<file path="src/verilog/rv_decode_pkg.sv">
package rv_decode_pkg;

    localparam int XLEN      = 32;
    localparam int REG_IDX_W = 5;

    // major opcodes, instr[6:2]
    localparam logic [4:0] OPC_LOAD     = 5'b00000;
    localparam logic [4:0] OPC_MISC_MEM = 5'b00011;
    localparam logic [4:0] OPC_OP_IMM   = 5'b00100;
    localparam logic [4:0] OPC_AUIPC    = 5'b00101;
    localparam logic [4:0] OPC_STORE    = 5'b01000;
    localparam logic [4:0] OPC_OP       = 5'b01100;
    localparam logic [4:0] OPC_LUI      = 5'b01101;
    localparam logic [4:0] OPC_BRANCH   = 5'b11000;
    localparam logic [4:0] OPC_JALR     = 5'b11001;
    localparam logic [4:0] OPC_JAL      = 5'b11011;

    localparam logic [1:0] OPC_FULL_LOW = 2'b11;   // anything else is compressed
    localparam logic [6:0] FUNCT7_ALT   = 7'b0100000;   // sub / sra / srai

    typedef struct packed {
        logic [6:0] funct7;
        logic [4:0] rs2;
        logic [4:0] rs1;
        logic [2:0] funct3;
        logic [4:0] rd;
        logic [6:0] opcode;
    } rv_r_fmt_t;

    typedef struct packed {
        logic [11:0] imm12;
        logic [4:0]  rs1;
        logic [2:0]  funct3;
        logic [4:0]  rd;
        logic [6:0]  opcode;
    } rv_i_fmt_t;

    typedef struct packed {
        logic [19:0] imm20;
        logic [4:0]  rd;
        logic [6:0]  opcode;
    } rv_u_fmt_t;

    // one fetched word, read through whichever format fits
    typedef union packed {
        rv_r_fmt_t r;
        rv_i_fmt_t i;
        rv_u_fmt_t u;
    } rv_instr_u;

    typedef enum logic [1:0] {
        OP2_REG,
        OP2_IMM,
        OP2_JIMM
    } op2_src_e;

    typedef enum logic [1:0] {
        RES_ALU,
        RES_MEM,
        RES_PC_P4   // link address for jal/jalr
    } res_src_e;

    typedef enum logic [3:0] {
        ALU_ADD,
        ALU_SUB,
        ALU_SHL,
        ALU_SHRL,
        ALU_SHRA,
        ALU_AND,
        ALU_OR,
        ALU_XOR,
        ALU_EQ,
        ALU_LTS,
        ALU_LTU
    } alu_fn_e;

    typedef enum logic [1:0] {
        IMM_I,
        IMM_S,
        IMM_U
    } imm_sel_e;

endpackage

</file>
<file path="src/verilog/rv_alu_op_encoder.sv">
module rv_alu_op_encoder
    import rv_decode_pkg::*;
(
    input  rv_instr_u i_instr,
    input  logic      i_is_branch,
    input  logic      i_is_op_imm,
    input  logic      i_is_op_reg,
    output alu_fn_e   o_alu_fn,
    output logic      o_cmp_inv
);

    logic [2:0] funct3;
    logic       alt;

    assign funct3 = i_instr.r.funct3;
    // funct7 already validated upstream, the alternate bit is enough
    assign alt    = |(i_instr.r.funct7 & FUNCT7_ALT);

    always_comb begin
        o_alu_fn  = ALU_ADD;
        o_cmp_inv = 1'b0;
        if (i_is_branch) begin
            o_cmp_inv = funct3[0];   // bne, bge, bgeu
            case (funct3[2:1])
                2'b00:   o_alu_fn = ALU_EQ;
                2'b10:   o_alu_fn = ALU_LTS;
                2'b11:   o_alu_fn = ALU_LTU;
                default: o_alu_fn = ALU_ADD;
            endcase
        end else if (i_is_op_imm || i_is_op_reg) begin
            case (funct3)
                3'd0: begin
                    // addi has no sub form
                    if (i_is_op_reg && alt) begin
                        o_alu_fn = ALU_SUB;
                    end
                end
                3'd1:    o_alu_fn = ALU_SHL;
                3'd2:    o_alu_fn = ALU_LTS;
                3'd3:    o_alu_fn = ALU_LTU;
                3'd4:    o_alu_fn = ALU_XOR;
                3'd5:    o_alu_fn = alt ? ALU_SHRA : ALU_SHRL;
                3'd6:    o_alu_fn = ALU_OR;
                default: o_alu_fn = ALU_AND;
            endcase
        end
    end

endmodule

</file>
<file path="src/verilog/rv_decode.sv">
module rv_decode
    import rv_decode_pkg::*;
(
    input  logic                  i_clk,
    input  logic                  i_arst_n,
    input  logic                  i_valid,
    input  rv_instr_u             i_instr,
    input  logic [XLEN-1:0]       i_pc,
    output logic                  o_valid,
    output logic [XLEN-1:0]       o_pc,
    output logic [REG_IDX_W-1:0]  o_rd,
    output logic [REG_IDX_W-1:0]  o_rs1,
    output logic [REG_IDX_W-1:0]  o_rs2,
    output logic [XLEN-1:0]       o_imm_i,
    output logic [XLEN-1:0]       o_imm_j,
    output logic [2:0]            o_funct3,
    output logic                  o_supported,
    output logic                  o_reg_write,
    output logic                  o_op1_pc,
    output op2_src_e              o_op2_src,
    output res_src_e              o_res_src,
    output alu_fn_e               o_alu_fn,
    output logic                  o_cmp_inv,
    output logic                  o_inst_jal,
    output logic                  o_inst_jalr,
    output logic                  o_inst_branch,
    output logic                  o_inst_store
);

    logic            supported;
    logic            is_store;
    logic            is_branch;
    logic            is_jal;
    logic            is_jalr;
    logic            is_lui;
    logic            is_op_imm;
    logic            is_op_reg;
    logic            reg_write;
    logic            op1_pc;
    op2_src_e        op2_src;
    res_src_e        res_src;
    imm_sel_e        imm_sel;
    logic [XLEN-1:0] imm_i;
    logic [XLEN-1:0] imm_j;
    alu_fn_e         alu_fn;
    logic            cmp_inv;

    rv_op_decoder u_op_decoder (
        .i_instr     (i_instr),
        .o_supported (supported),
        .o_is_load   (),          // load only steers the result source inside
        .o_is_store  (is_store),
        .o_is_branch (is_branch),
        .o_is_jal    (is_jal),
        .o_is_jalr   (is_jalr),
        .o_is_lui    (is_lui),
        .o_is_op_imm (is_op_imm),
        .o_is_op_reg (is_op_reg),
        .o_reg_write (reg_write),
        .o_op1_pc    (op1_pc),
        .o_op2_src   (op2_src),
        .o_res_src   (res_src),
        .o_imm_sel   (imm_sel)
    );

    rv_imm_gen u_imm_gen (
        .i_instr   (i_instr),
        .i_imm_sel (imm_sel),
        .i_is_jal  (is_jal),
        .o_imm_i   (imm_i),
        .o_imm_j   (imm_j)
    );

    rv_alu_op_encoder u_alu_op_encoder (
        .i_instr     (i_instr),
        .i_is_branch (is_branch),
        .i_is_op_imm (is_op_imm),
        .i_is_op_reg (is_op_reg),
        .o_alu_fn    (alu_fn),
        .o_cmp_inv   (cmp_inv)
    );

    rv_decode_stage_reg u_stage_reg (
        .i_clk         (i_clk),
        .i_arst_n      (i_arst_n),
        .i_valid       (i_valid),
        .i_pc          (i_pc),
        .i_instr       (i_instr),
        .i_imm_i       (imm_i),
        .i_imm_j       (imm_j),
        .i_supported   (supported),
        .i_reg_write   (reg_write),
        .i_op1_pc      (op1_pc),
        .i_op2_src     (op2_src),
        .i_res_src     (res_src),
        .i_alu_fn      (alu_fn),
        .i_cmp_inv     (cmp_inv),
        .i_is_jal      (is_jal),
        .i_is_jalr     (is_jalr),
        .i_is_branch   (is_branch),
        .i_is_store    (is_store),
        .i_is_lui      (is_lui),
        .o_valid       (o_valid),
        .o_pc          (o_pc),
        .o_rd          (o_rd),
        .o_rs1         (o_rs1),
        .o_rs2         (o_rs2),
        .o_imm_i       (o_imm_i),
        .o_imm_j       (o_imm_j),
        .o_funct3      (o_funct3),
        .o_supported   (o_supported),
        .o_reg_write   (o_reg_write),
        .o_op1_pc      (o_op1_pc),
        .o_op2_src     (o_op2_src),
        .o_res_src     (o_res_src),
        .o_alu_fn      (o_alu_fn),
        .o_cmp_inv     (o_cmp_inv),
        .o_inst_jal    (o_inst_jal),
        .o_inst_jalr   (o_inst_jalr),
        .o_inst_branch (o_inst_branch),
        .o_inst_store  (o_inst_store)
    );

endmodule

</file>
<file path="src/verilog/rv_decode_stage_reg.sv">
module rv_decode_stage_reg
    import rv_decode_pkg::*;
(
    input  logic                  i_clk,
    input  logic                  i_arst_n,
    input  logic                  i_valid,
    input  logic [XLEN-1:0]       i_pc,
    input  rv_instr_u             i_instr,
    input  logic [XLEN-1:0]       i_imm_i,
    input  logic [XLEN-1:0]       i_imm_j,
    input  logic                  i_supported,
    input  logic                  i_reg_write,
    input  logic                  i_op1_pc,
    input  op2_src_e              i_op2_src,
    input  res_src_e              i_res_src,
    input  alu_fn_e               i_alu_fn,
    input  logic                  i_cmp_inv,
    input  logic                  i_is_jal,
    input  logic                  i_is_jalr,
    input  logic                  i_is_branch,
    input  logic                  i_is_store,
    input  logic                  i_is_lui,
    output logic                  o_valid,
    output logic [XLEN-1:0]       o_pc,
    output logic [REG_IDX_W-1:0]  o_rd,
    output logic [REG_IDX_W-1:0]  o_rs1,
    output logic [REG_IDX_W-1:0]  o_rs2,
    output logic [XLEN-1:0]       o_imm_i,
    output logic [XLEN-1:0]       o_imm_j,
    output logic [2:0]            o_funct3,
    output logic                  o_supported,
    output logic                  o_reg_write,
    output logic                  o_op1_pc,
    output op2_src_e              o_op2_src,
    output res_src_e              o_res_src,
    output alu_fn_e               o_alu_fn,
    output logic                  o_cmp_inv,
    output logic                  o_inst_jal,
    output logic                  o_inst_jalr,
    output logic                  o_inst_branch,
    output logic                  o_inst_store
);

    always_ff @(posedge i_clk or negedge i_arst_n) begin
        if (!i_arst_n) begin
            o_valid       <= 1'b0;
            o_supported   <= 1'b0;
            o_reg_write   <= 1'b0;
            o_op1_pc      <= 1'b0;
            o_op2_src     <= OP2_REG;
            o_res_src     <= RES_ALU;
            o_alu_fn      <= ALU_ADD;
            o_cmp_inv     <= 1'b0;
            o_inst_jal    <= 1'b0;
            o_inst_jalr   <= 1'b0;
            o_inst_branch <= 1'b0;
            o_inst_store  <= 1'b0;
        end else begin
            o_valid <= i_valid;   // one pulse per strobe
            if (i_valid) begin
                o_supported   <= i_supported;
                o_reg_write   <= i_reg_write;
                o_op1_pc      <= i_op1_pc;
                o_op2_src     <= i_op2_src;
                o_res_src     <= i_res_src;
                o_alu_fn      <= i_alu_fn;
                o_cmp_inv     <= i_cmp_inv;
                o_inst_jal    <= i_is_jal;
                o_inst_jalr   <= i_is_jalr;
                o_inst_branch <= i_is_branch;
                o_inst_store  <= i_is_store;
            end
        end
    end

    always_ff @(posedge i_clk) begin
        if (i_valid) begin
            o_pc     <= i_pc;
            o_rd     <= i_instr.r.rd;
            o_rs1    <= i_is_lui ? '0 : i_instr.r.rs1;   // lui adds to x0
            o_rs2    <= i_instr.r.rs2;
            o_imm_i  <= i_imm_i;
            o_imm_j  <= i_imm_j;
            o_funct3 <= i_instr.r.funct3;
        end
    end

endmodule

</file>
<file path="src/verilog/rv_imm_gen.sv">
module rv_imm_gen
    import rv_decode_pkg::*;
(
    input  rv_instr_u        i_instr,
    input  imm_sel_e         i_imm_sel,
    input  logic             i_is_jal,
    output logic [XLEN-1:0]  o_imm_i,
    output logic [XLEN-1:0]  o_imm_j
);

    logic [XLEN-1:0] imm_i_fmt;
    logic [XLEN-1:0] imm_s_fmt;
    logic [XLEN-1:0] imm_u_fmt;
    logic [XLEN-1:0] imm_b_fmt;
    logic [XLEN-1:0] imm_j_fmt;

    assign imm_i_fmt = {{20{i_instr.i.imm12[11]}}, i_instr.i.imm12};
    assign imm_s_fmt = {{20{i_instr[31]}}, i_instr[31:25], i_instr[11:7]};
    assign imm_u_fmt = {i_instr.u.imm20, 12'd0};   // low bits zero filled

    // branch and jump offsets are halfword aligned
    assign imm_b_fmt = {{20{i_instr[31]}}, i_instr[7], i_instr[30:25], i_instr[11:8], 1'b0};
    assign imm_j_fmt = {{12{i_instr[31]}}, i_instr[19:12], i_instr[20], i_instr[30:21], 1'b0};

    always_comb begin
        case (i_imm_sel)
            IMM_U:   o_imm_i = imm_u_fmt;
            IMM_S:   o_imm_i = imm_s_fmt;
            default: o_imm_i = imm_i_fmt;
        endcase
    end

    assign o_imm_j = i_is_jal ? imm_j_fmt : imm_b_fmt;

endmodule

</file>
<file path="src/verilog/rv_op_decoder.sv">
module rv_op_decoder
    import rv_decode_pkg::*;
(
    input  rv_instr_u i_instr,
    output logic      o_supported,
    output logic      o_is_load,
    output logic      o_is_store,
    output logic      o_is_branch,
    output logic      o_is_jal,
    output logic      o_is_jalr,
    output logic      o_is_lui,
    output logic      o_is_op_imm,
    output logic      o_is_op_reg,
    output logic      o_reg_write,
    output logic      o_op1_pc,
    output op2_src_e  o_op2_src,
    output res_src_e  o_res_src,
    output imm_sel_e  o_imm_sel
);

    logic       full;
    logic [4:0] opc;
    logic [2:0] funct3;
    logic [6:0] funct7;
    logic       f7_ok;
    logic       is_auipc;
    logic       is_misc_mem;
    logic       recognized;

    assign full   = (i_instr.r.opcode[1:0] == OPC_FULL_LOW);
    assign opc    = i_instr.r.opcode[6:2];
    assign funct3 = i_instr.r.funct3;
    assign funct7 = i_instr.r.funct7;
    assign f7_ok  = (funct7 == 7'd0) || (funct7 == FUNCT7_ALT);

    always_comb begin
        o_is_load   = 1'b0;
        o_is_store  = 1'b0;
        o_is_branch = 1'b0;
        o_is_jal    = 1'b0;
        o_is_jalr   = 1'b0;
        o_is_lui    = 1'b0;
        o_is_op_imm = 1'b0;
        o_is_op_reg = 1'b0;
        is_auipc    = 1'b0;
        is_misc_mem = 1'b0;
        if (full) begin
            case (opc)
                OPC_LOAD:     o_is_load   = (funct3 != 3'd3) && (funct3 < 3'd6);
                OPC_STORE:    o_is_store  = (funct3 < 3'd3);
                OPC_OP_IMM:   o_is_op_imm = (funct3 != 3'd5) || f7_ok;   // shift imm
                OPC_OP: begin
                    // alt funct7 only for sub and sra
                    o_is_op_reg = (funct7 == 7'd0) ||
                                  ((funct7 == FUNCT7_ALT) &&
                                   ((funct3 == 3'd0) || (funct3 == 3'd5)));
                end
                OPC_BRANCH:   o_is_branch = (funct3[2:1] != 2'b01);
                OPC_JALR:     o_is_jalr   = (funct3 == 3'd0);
                OPC_JAL:      o_is_jal    = 1'b1;
                OPC_LUI:      o_is_lui    = 1'b1;
                OPC_AUIPC:    is_auipc    = 1'b1;
                OPC_MISC_MEM: is_misc_mem = (funct3[2:1] == 2'b00);   // fence, fence.i
                default: ;
            endcase
        end
    end

    assign recognized = o_is_load | o_is_store | o_is_branch | o_is_jal | o_is_jalr |
                        o_is_lui | is_auipc | o_is_op_imm | o_is_op_reg | is_misc_mem;

    // all-zero word is a bubble
    assign o_supported = recognized || (i_instr == '0);

    assign o_reg_write = o_is_load | o_is_op_imm | o_is_op_reg | o_is_lui | is_auipc |
                         o_is_jal | o_is_jalr;
    assign o_op1_pc    = is_auipc | o_is_jal;

    always_comb begin
        if (o_is_jal) begin
            o_op2_src = OP2_JIMM;
        end else if (o_is_jalr | o_is_load | o_is_op_imm | o_is_lui | is_auipc | o_is_store) begin
            o_op2_src = OP2_IMM;
        end else begin
            o_op2_src = OP2_REG;
        end
    end

    always_comb begin
        if (o_is_load) begin
            o_res_src = RES_MEM;
        end else if (o_is_jal | o_is_jalr) begin
            o_res_src = RES_PC_P4;
        end else begin
            o_res_src = RES_ALU;
        end
    end

    always_comb begin
        if (o_is_lui | is_auipc) begin
            o_imm_sel = IMM_U;
        end else if (o_is_store) begin
            o_imm_sel = IMM_S;
        end else begin
            o_imm_sel = IMM_I;
        end
    end

endmodule
</file>
<file path="config.mk">
export PLATFORM = sky130hd
export DESIGN_NAME = rv_decode
export DESIGN_NICKNAME = d
export VERILOG_FILES = /design/src/verilog/rv_decode_pkg.sv /design/src/verilog/rv_alu_op_encoder.sv /design/src/verilog/rv_decode.sv /design/src/verilog/rv_decode_stage_reg.sv /design/src/verilog/rv_imm_gen.sv /design/src/verilog/rv_op_decoder.sv
export SDC_FILE = /design/constraint.sdc
export NUM_CORES = 1
export LEC_CHECK = 0
export BUFFER_PORTS_ARGS = -buffer_cell sky130_fd_sc_hd__buf_2
export CORE_MARGIN = 2
export CORE_UTILIZATION = 29
export DETAILED_ROUTE_END_ITERATION = 7
export SYNTH_ARGS = -nofsm -noshare
export SYNTH_HDL_FRONTEND = slang
export SYNTH_SLANG_ARGS = --single-unit
</file>
<file path="constraint.sdc">
create_clock -name i_clk -period 1.78 [get_ports i_clk]
set_clock_uncertainty 0.1 [all_clocks]
set_input_delay 0.445 -clock i_clk [delete_from_list [all_inputs] [get_ports i_clk]]
set_output_delay 0.445 -clock i_clk [all_outputs]
set_load 0.02 [all_outputs]
</file>
==> results.md <==
Clocking:
- After clock tree synthesis, the flow added hold-fix buffers numbering 1.
- After clock tree synthesis, the clock-pin slew on the worst setup and hold paths is 0.05 ns.
- The tree built by TritonCTS fans out to roughly 120 sinks.
- In this run, CTS created clock tree buffers numbering 17.
- CTS built an H-tree with a depth of 4.
- The CTS tree is built.
- The root buffer selected by CTS is clkbuf_16.
- Buffers added to address setup during post-CTS repair amount to 0.
- Counting along the longest clock path gives a buffer depth of 2.
- The post-cts sizing count is 0.
- The clock reaches the later pin of the worst-skew pair after 0.40 ns.

Setup path:
- For flop-to-flop paths, the worst setup slack is between 0.9 and 1 ns.
- The number of buffers and inverters on the critical path is 1.
- The signal on the critical path passes through buf_2.
- The kind of cell adding the most delay to the critical path is flip-flops.
- The slowest stage of the critical path is the edfxtp_1 cell.
- For the worst setup path, the data required time is roughly 1.2 ns.
- The worst-case reg-to-reg path depth is 1.
- The worst setup path is launched from a flip-flop.
- The endpoint of the most critical register-to-register path is u_stage_reg.o_op2_src[1].
- The critical path starts at u_stage_reg.o_imm_j[20].
- The worst setup path is of the flip-flop to output port kind.
- The last element of the critical path is o_imm_j[22].
- The endpoint kind of the worst setup timing path is an output port.
- The logic depth of the worst setup path including buffers is 1.
- The peak per-stage delay on the critical path is between 0.5 and 0.6 ns.
- In this run the critical register-to-register path is launched from u_stage_reg.o_op2_src[1].
- The worst path arrival time is 1.14 ns.
- Along the worst path, the maximum fanout reaches 13.

Floorplanning:
- The die extent in y is roughly 130 um.
- The floorplan die width is about 130 um.
- The die covers ~0.017 mm^2.
- The total area inside the core boundary comes to roughly 0.016 mm^2.
- The number of ports placed on the die boundary is between 150 and 200.
- The placement row count is 46.
- Once the floorplan was initialized, standard cells occupied 29.5% of the core.

Synthesis:
- The synthesized area per cell is around 15 um^2.
- Synthesis handed over a netlist of a little over 300 instances.
- The synthesized netlist occupies a cell area of approximately 0.0047 mm^2.
- The number of flip-flops and latches in the synthesized netlist is 117.
- The most numerous cell in the Yosys netlist is edfxtp_1.
- For this run, the number of Yosys warnings is 0.
- The most frequently used flop master after synthesis is edfxtp_1.
- The count of flip-flops with a built-in enable after synthesis is ~100.
- edfxtp_1 takes more of the synthesized area than any other cell.
- Of the synthesized area, sequential elements account for between 70% and 80%.
- By area the synthesized netlist is led by edfxtp_1, dfrtp_1, a21o_1.
- Counting instances in the post-synthesis netlist gives the leading cell types as edfxtp_1, a21o_1, buf_4, dfrtp_1, o21ai_0.
- Of the post-synthesis cell area, the dominant cell type holds approximately 65%.
- For this run, asynchronously set or reset flops after synthesis account for between 10 and 15%.
- Counting every net in the synthesized netlist gives between 300 and 400.
- The number of distinct library cells after synthesis is 49.

Power and ir drop:
- The maximum VDD drop is ~600 uV.
- Of the total power, the share spent switching nets is between 20% and 30%.
- The cell leakage power is about 3 nW.
- The power density relative to cell area is 1120 mW/mm^2.
- The register share of total power is 43.7%.
- The internal power of the cells totals approximately 5.7 mW.
- The analysis attributes to net switching a power of approximately 1.8 mW.
- The share of total power dissipated in combinational logic is between 10% and 20%.
- The clock share of power is ~44%.

Status:
- The flow ran to the end, and the final reports show no timing, DRC or antenna violations.

GRT:
- The pin count of the biggest net entering global routing is 67.
- The overflow left after global routing is 0.
- The via count of the first global-routing pass is approximately 3200.
- The combined global-route utilization of all metal layers is between 10 and 15%.
- The first global-routing pass estimated between 15 and 20 mm of wire.
- The initial antenna violation count came to 0.

Route:
- For this block, the initial DRC count from the detailed router was 168.
- The average via count per standard cell is 4.42.
- Summing over every cut layer, the via total after detailed routing is around 3400.
- Before antenna repair, the detailed router went through 4 iterations.
- The routed wire length per instance is around 16 um.
- Summed over all layers, the routed wires come to 12.5 mm.
- After detailed routing, the number of remaining DRC violations is 0.
- In this run the remaining antenna-violating nets after routing total 0.

Layout:
- At the end of the flow, the number of nets in the layout was approximately 600.
- The summed area of non-filler cells in the final layout is approximately 0.0067 mm^2.
- The repair_antennas step left the layout with diodes totalling 0.
- At the end of the flow the core is filled with cells to 42.3%.
- The fraction of final layout cells sized beyond drive strength 1 is about half.
- Compared with the post-synthesis result, the final layout area differs by 43.2%.
- The number of filler instances in the final layout is between 1500 and 2000.
- The multi-input combinational cells in the finished layout cover a total of ~970 um^2.
- Registers take 0.00343 mm^2.

Timing:
- The post-route fraction of the period consumed by the critical path is between 90% and 100%.
- Setup repair after global routing left no endpoint under its margin.
- The final number of hold-violating endpoints is 0.
- The count of final max-slew check failures is 0.
- For this run, the top clock speed supported by timing is 593 MHz.
- The worst path needs 1.69 ns of the cycle, external delays included.
- The number of setup violations in the final report is 0.

Placement:
- The placed instances occupy a cell area of between 0.006 and 0.007 mm^2.
- The total of buffers placed on input and output ports is roughly 200.
- Routability-driven placement finished with a final weighted congestion of 0.819.
- Summed over all nets, the half-perimeter wirelength after detailed placement is approximately 9.2 mm.

Worst hold path:
- The worst min-delay path class is input pin to flip-flop.

Run:
- The tool flagged a number of max-cap violations equal to 0.
-- power groups by stage --
stage	Sequential (mW)	Clock (mW)	Combinational, mW
CTS	3.27	3.38	0.917
global placement	3.32	0	0.907
finish	3.27	3.30	0.903
global route	3.29	3.51	0.975
floorplan	3.60	0	0.201
detailed placement	3.32	0	0.912
-- layout by cell type, fill, tap and decap left out, types with 2 or more instances in the layout --
cell,instances
a21o_1,29
a21oi_1,5
a31oi_1,2
and2_1,13
and3b_2,2
buf_12,5
buf_2,195
buf_4,39
bufinv_16,3
clkbuf_1,2
clkbuf_16,17
clkinv_1,4
clkinv_2,3
clkinv_4,2
dfrtp_1,16
edfxtp_1,101
inv_1,11
mux2_2,4
nand2_1,14
nand2b_1,4
nand3_1,8
nand3b_1,2
nand4_1,3
nor2_1,12
nor3_1,3
nor4_1,6
o211ai_1,3
o21ai_0,15
-- through the flow --
step	setup TNS (ns)	std cells	hold WS [ns]	power, mW	setup slack, ns
5_1_grt	0	765	0.0966	7.77	0.0173
3_5_place_dp	-6.01	733	0.292	4.24	-0.287
4_1_cts	0	765	0.0952	7.57	0.0617
2_1_floorplan	0	310	0.0494	3.80	0.000606
3_3_place_gp	-5.50	733	0.294	4.23	-0.309
6_report	0	765	0.111	7.47	0.0942
-- cell families after synthesis --
family	share of synthesized area, %
AOI/OAI and AO/OA	9.19
xor gates and xnor gates	0.188
buffers and inverters	5.48
DFF	73.7
muxes	1.18
other	0.0805
and+or+nand+nor	10.1
-- worst min path at each step --
| stage | from | to | slack, ns | depth (start not counted) |
|---|---|---|---|---|
| after detailed placement | i_arst_n | u_stage_reg.o_cmp_inv | 0.29 | 1 |
| after global routing | i_pc[18] | u_stage_reg.o_pc[18] | 0.1 | 1 |
| after global placement | i_arst_n | u_stage_reg.o_alu_fn[2] | 0.29 | 1 |
| after CTS | i_pc[25] | u_stage_reg.o_pc[25] | 0.1 | 1 |
| after floorplan | i_arst_n | u_stage_reg.o_alu_fn[0] | 0.05 | 0 |
| final | i_pc[10] | u_stage_reg.o_pc[10] | 0.11 | 1 |
-- per-layer routing --
layer | part of all wire [%] | track usage (%)
met1 | 42 | 17.8
met3 | 8.3 | 4.72
met4 | 1.1 | 4.32
met2 | 48 | 23.6
met5 | 0 | 0
-- sequential cells by signal, summed over array words and instances, names as in the netlist, 2 cells and up --
signal	cells
u_stage_reg.o_rs2	5
u_stage_reg.o_res_src	2
u_stage_reg.o_rs1	5
u_stage_reg.o_alu_fn	4
u_stage_reg.o_rd	5
u_stage_reg.o_funct3	3
u_stage_reg.o_imm_i	31
u_stage_reg.o_pc	32
u_stage_reg.o_imm_j	20
u_stage_reg.o_op2_src	2
-- cell type report --
type / count / area share, %
Clock buffer: 19 / 6.49
Clock inverter: 12 / 2.06
Inverter: 11 / 0.619
Multi-Input combinational cell: 150 / 14.6
Sequential cell: 117 / 51.5
Tap cell: 216 / 4.05
Timing Repair Buffer: 240 / 20.7
(Power assumes the default switching activity.)
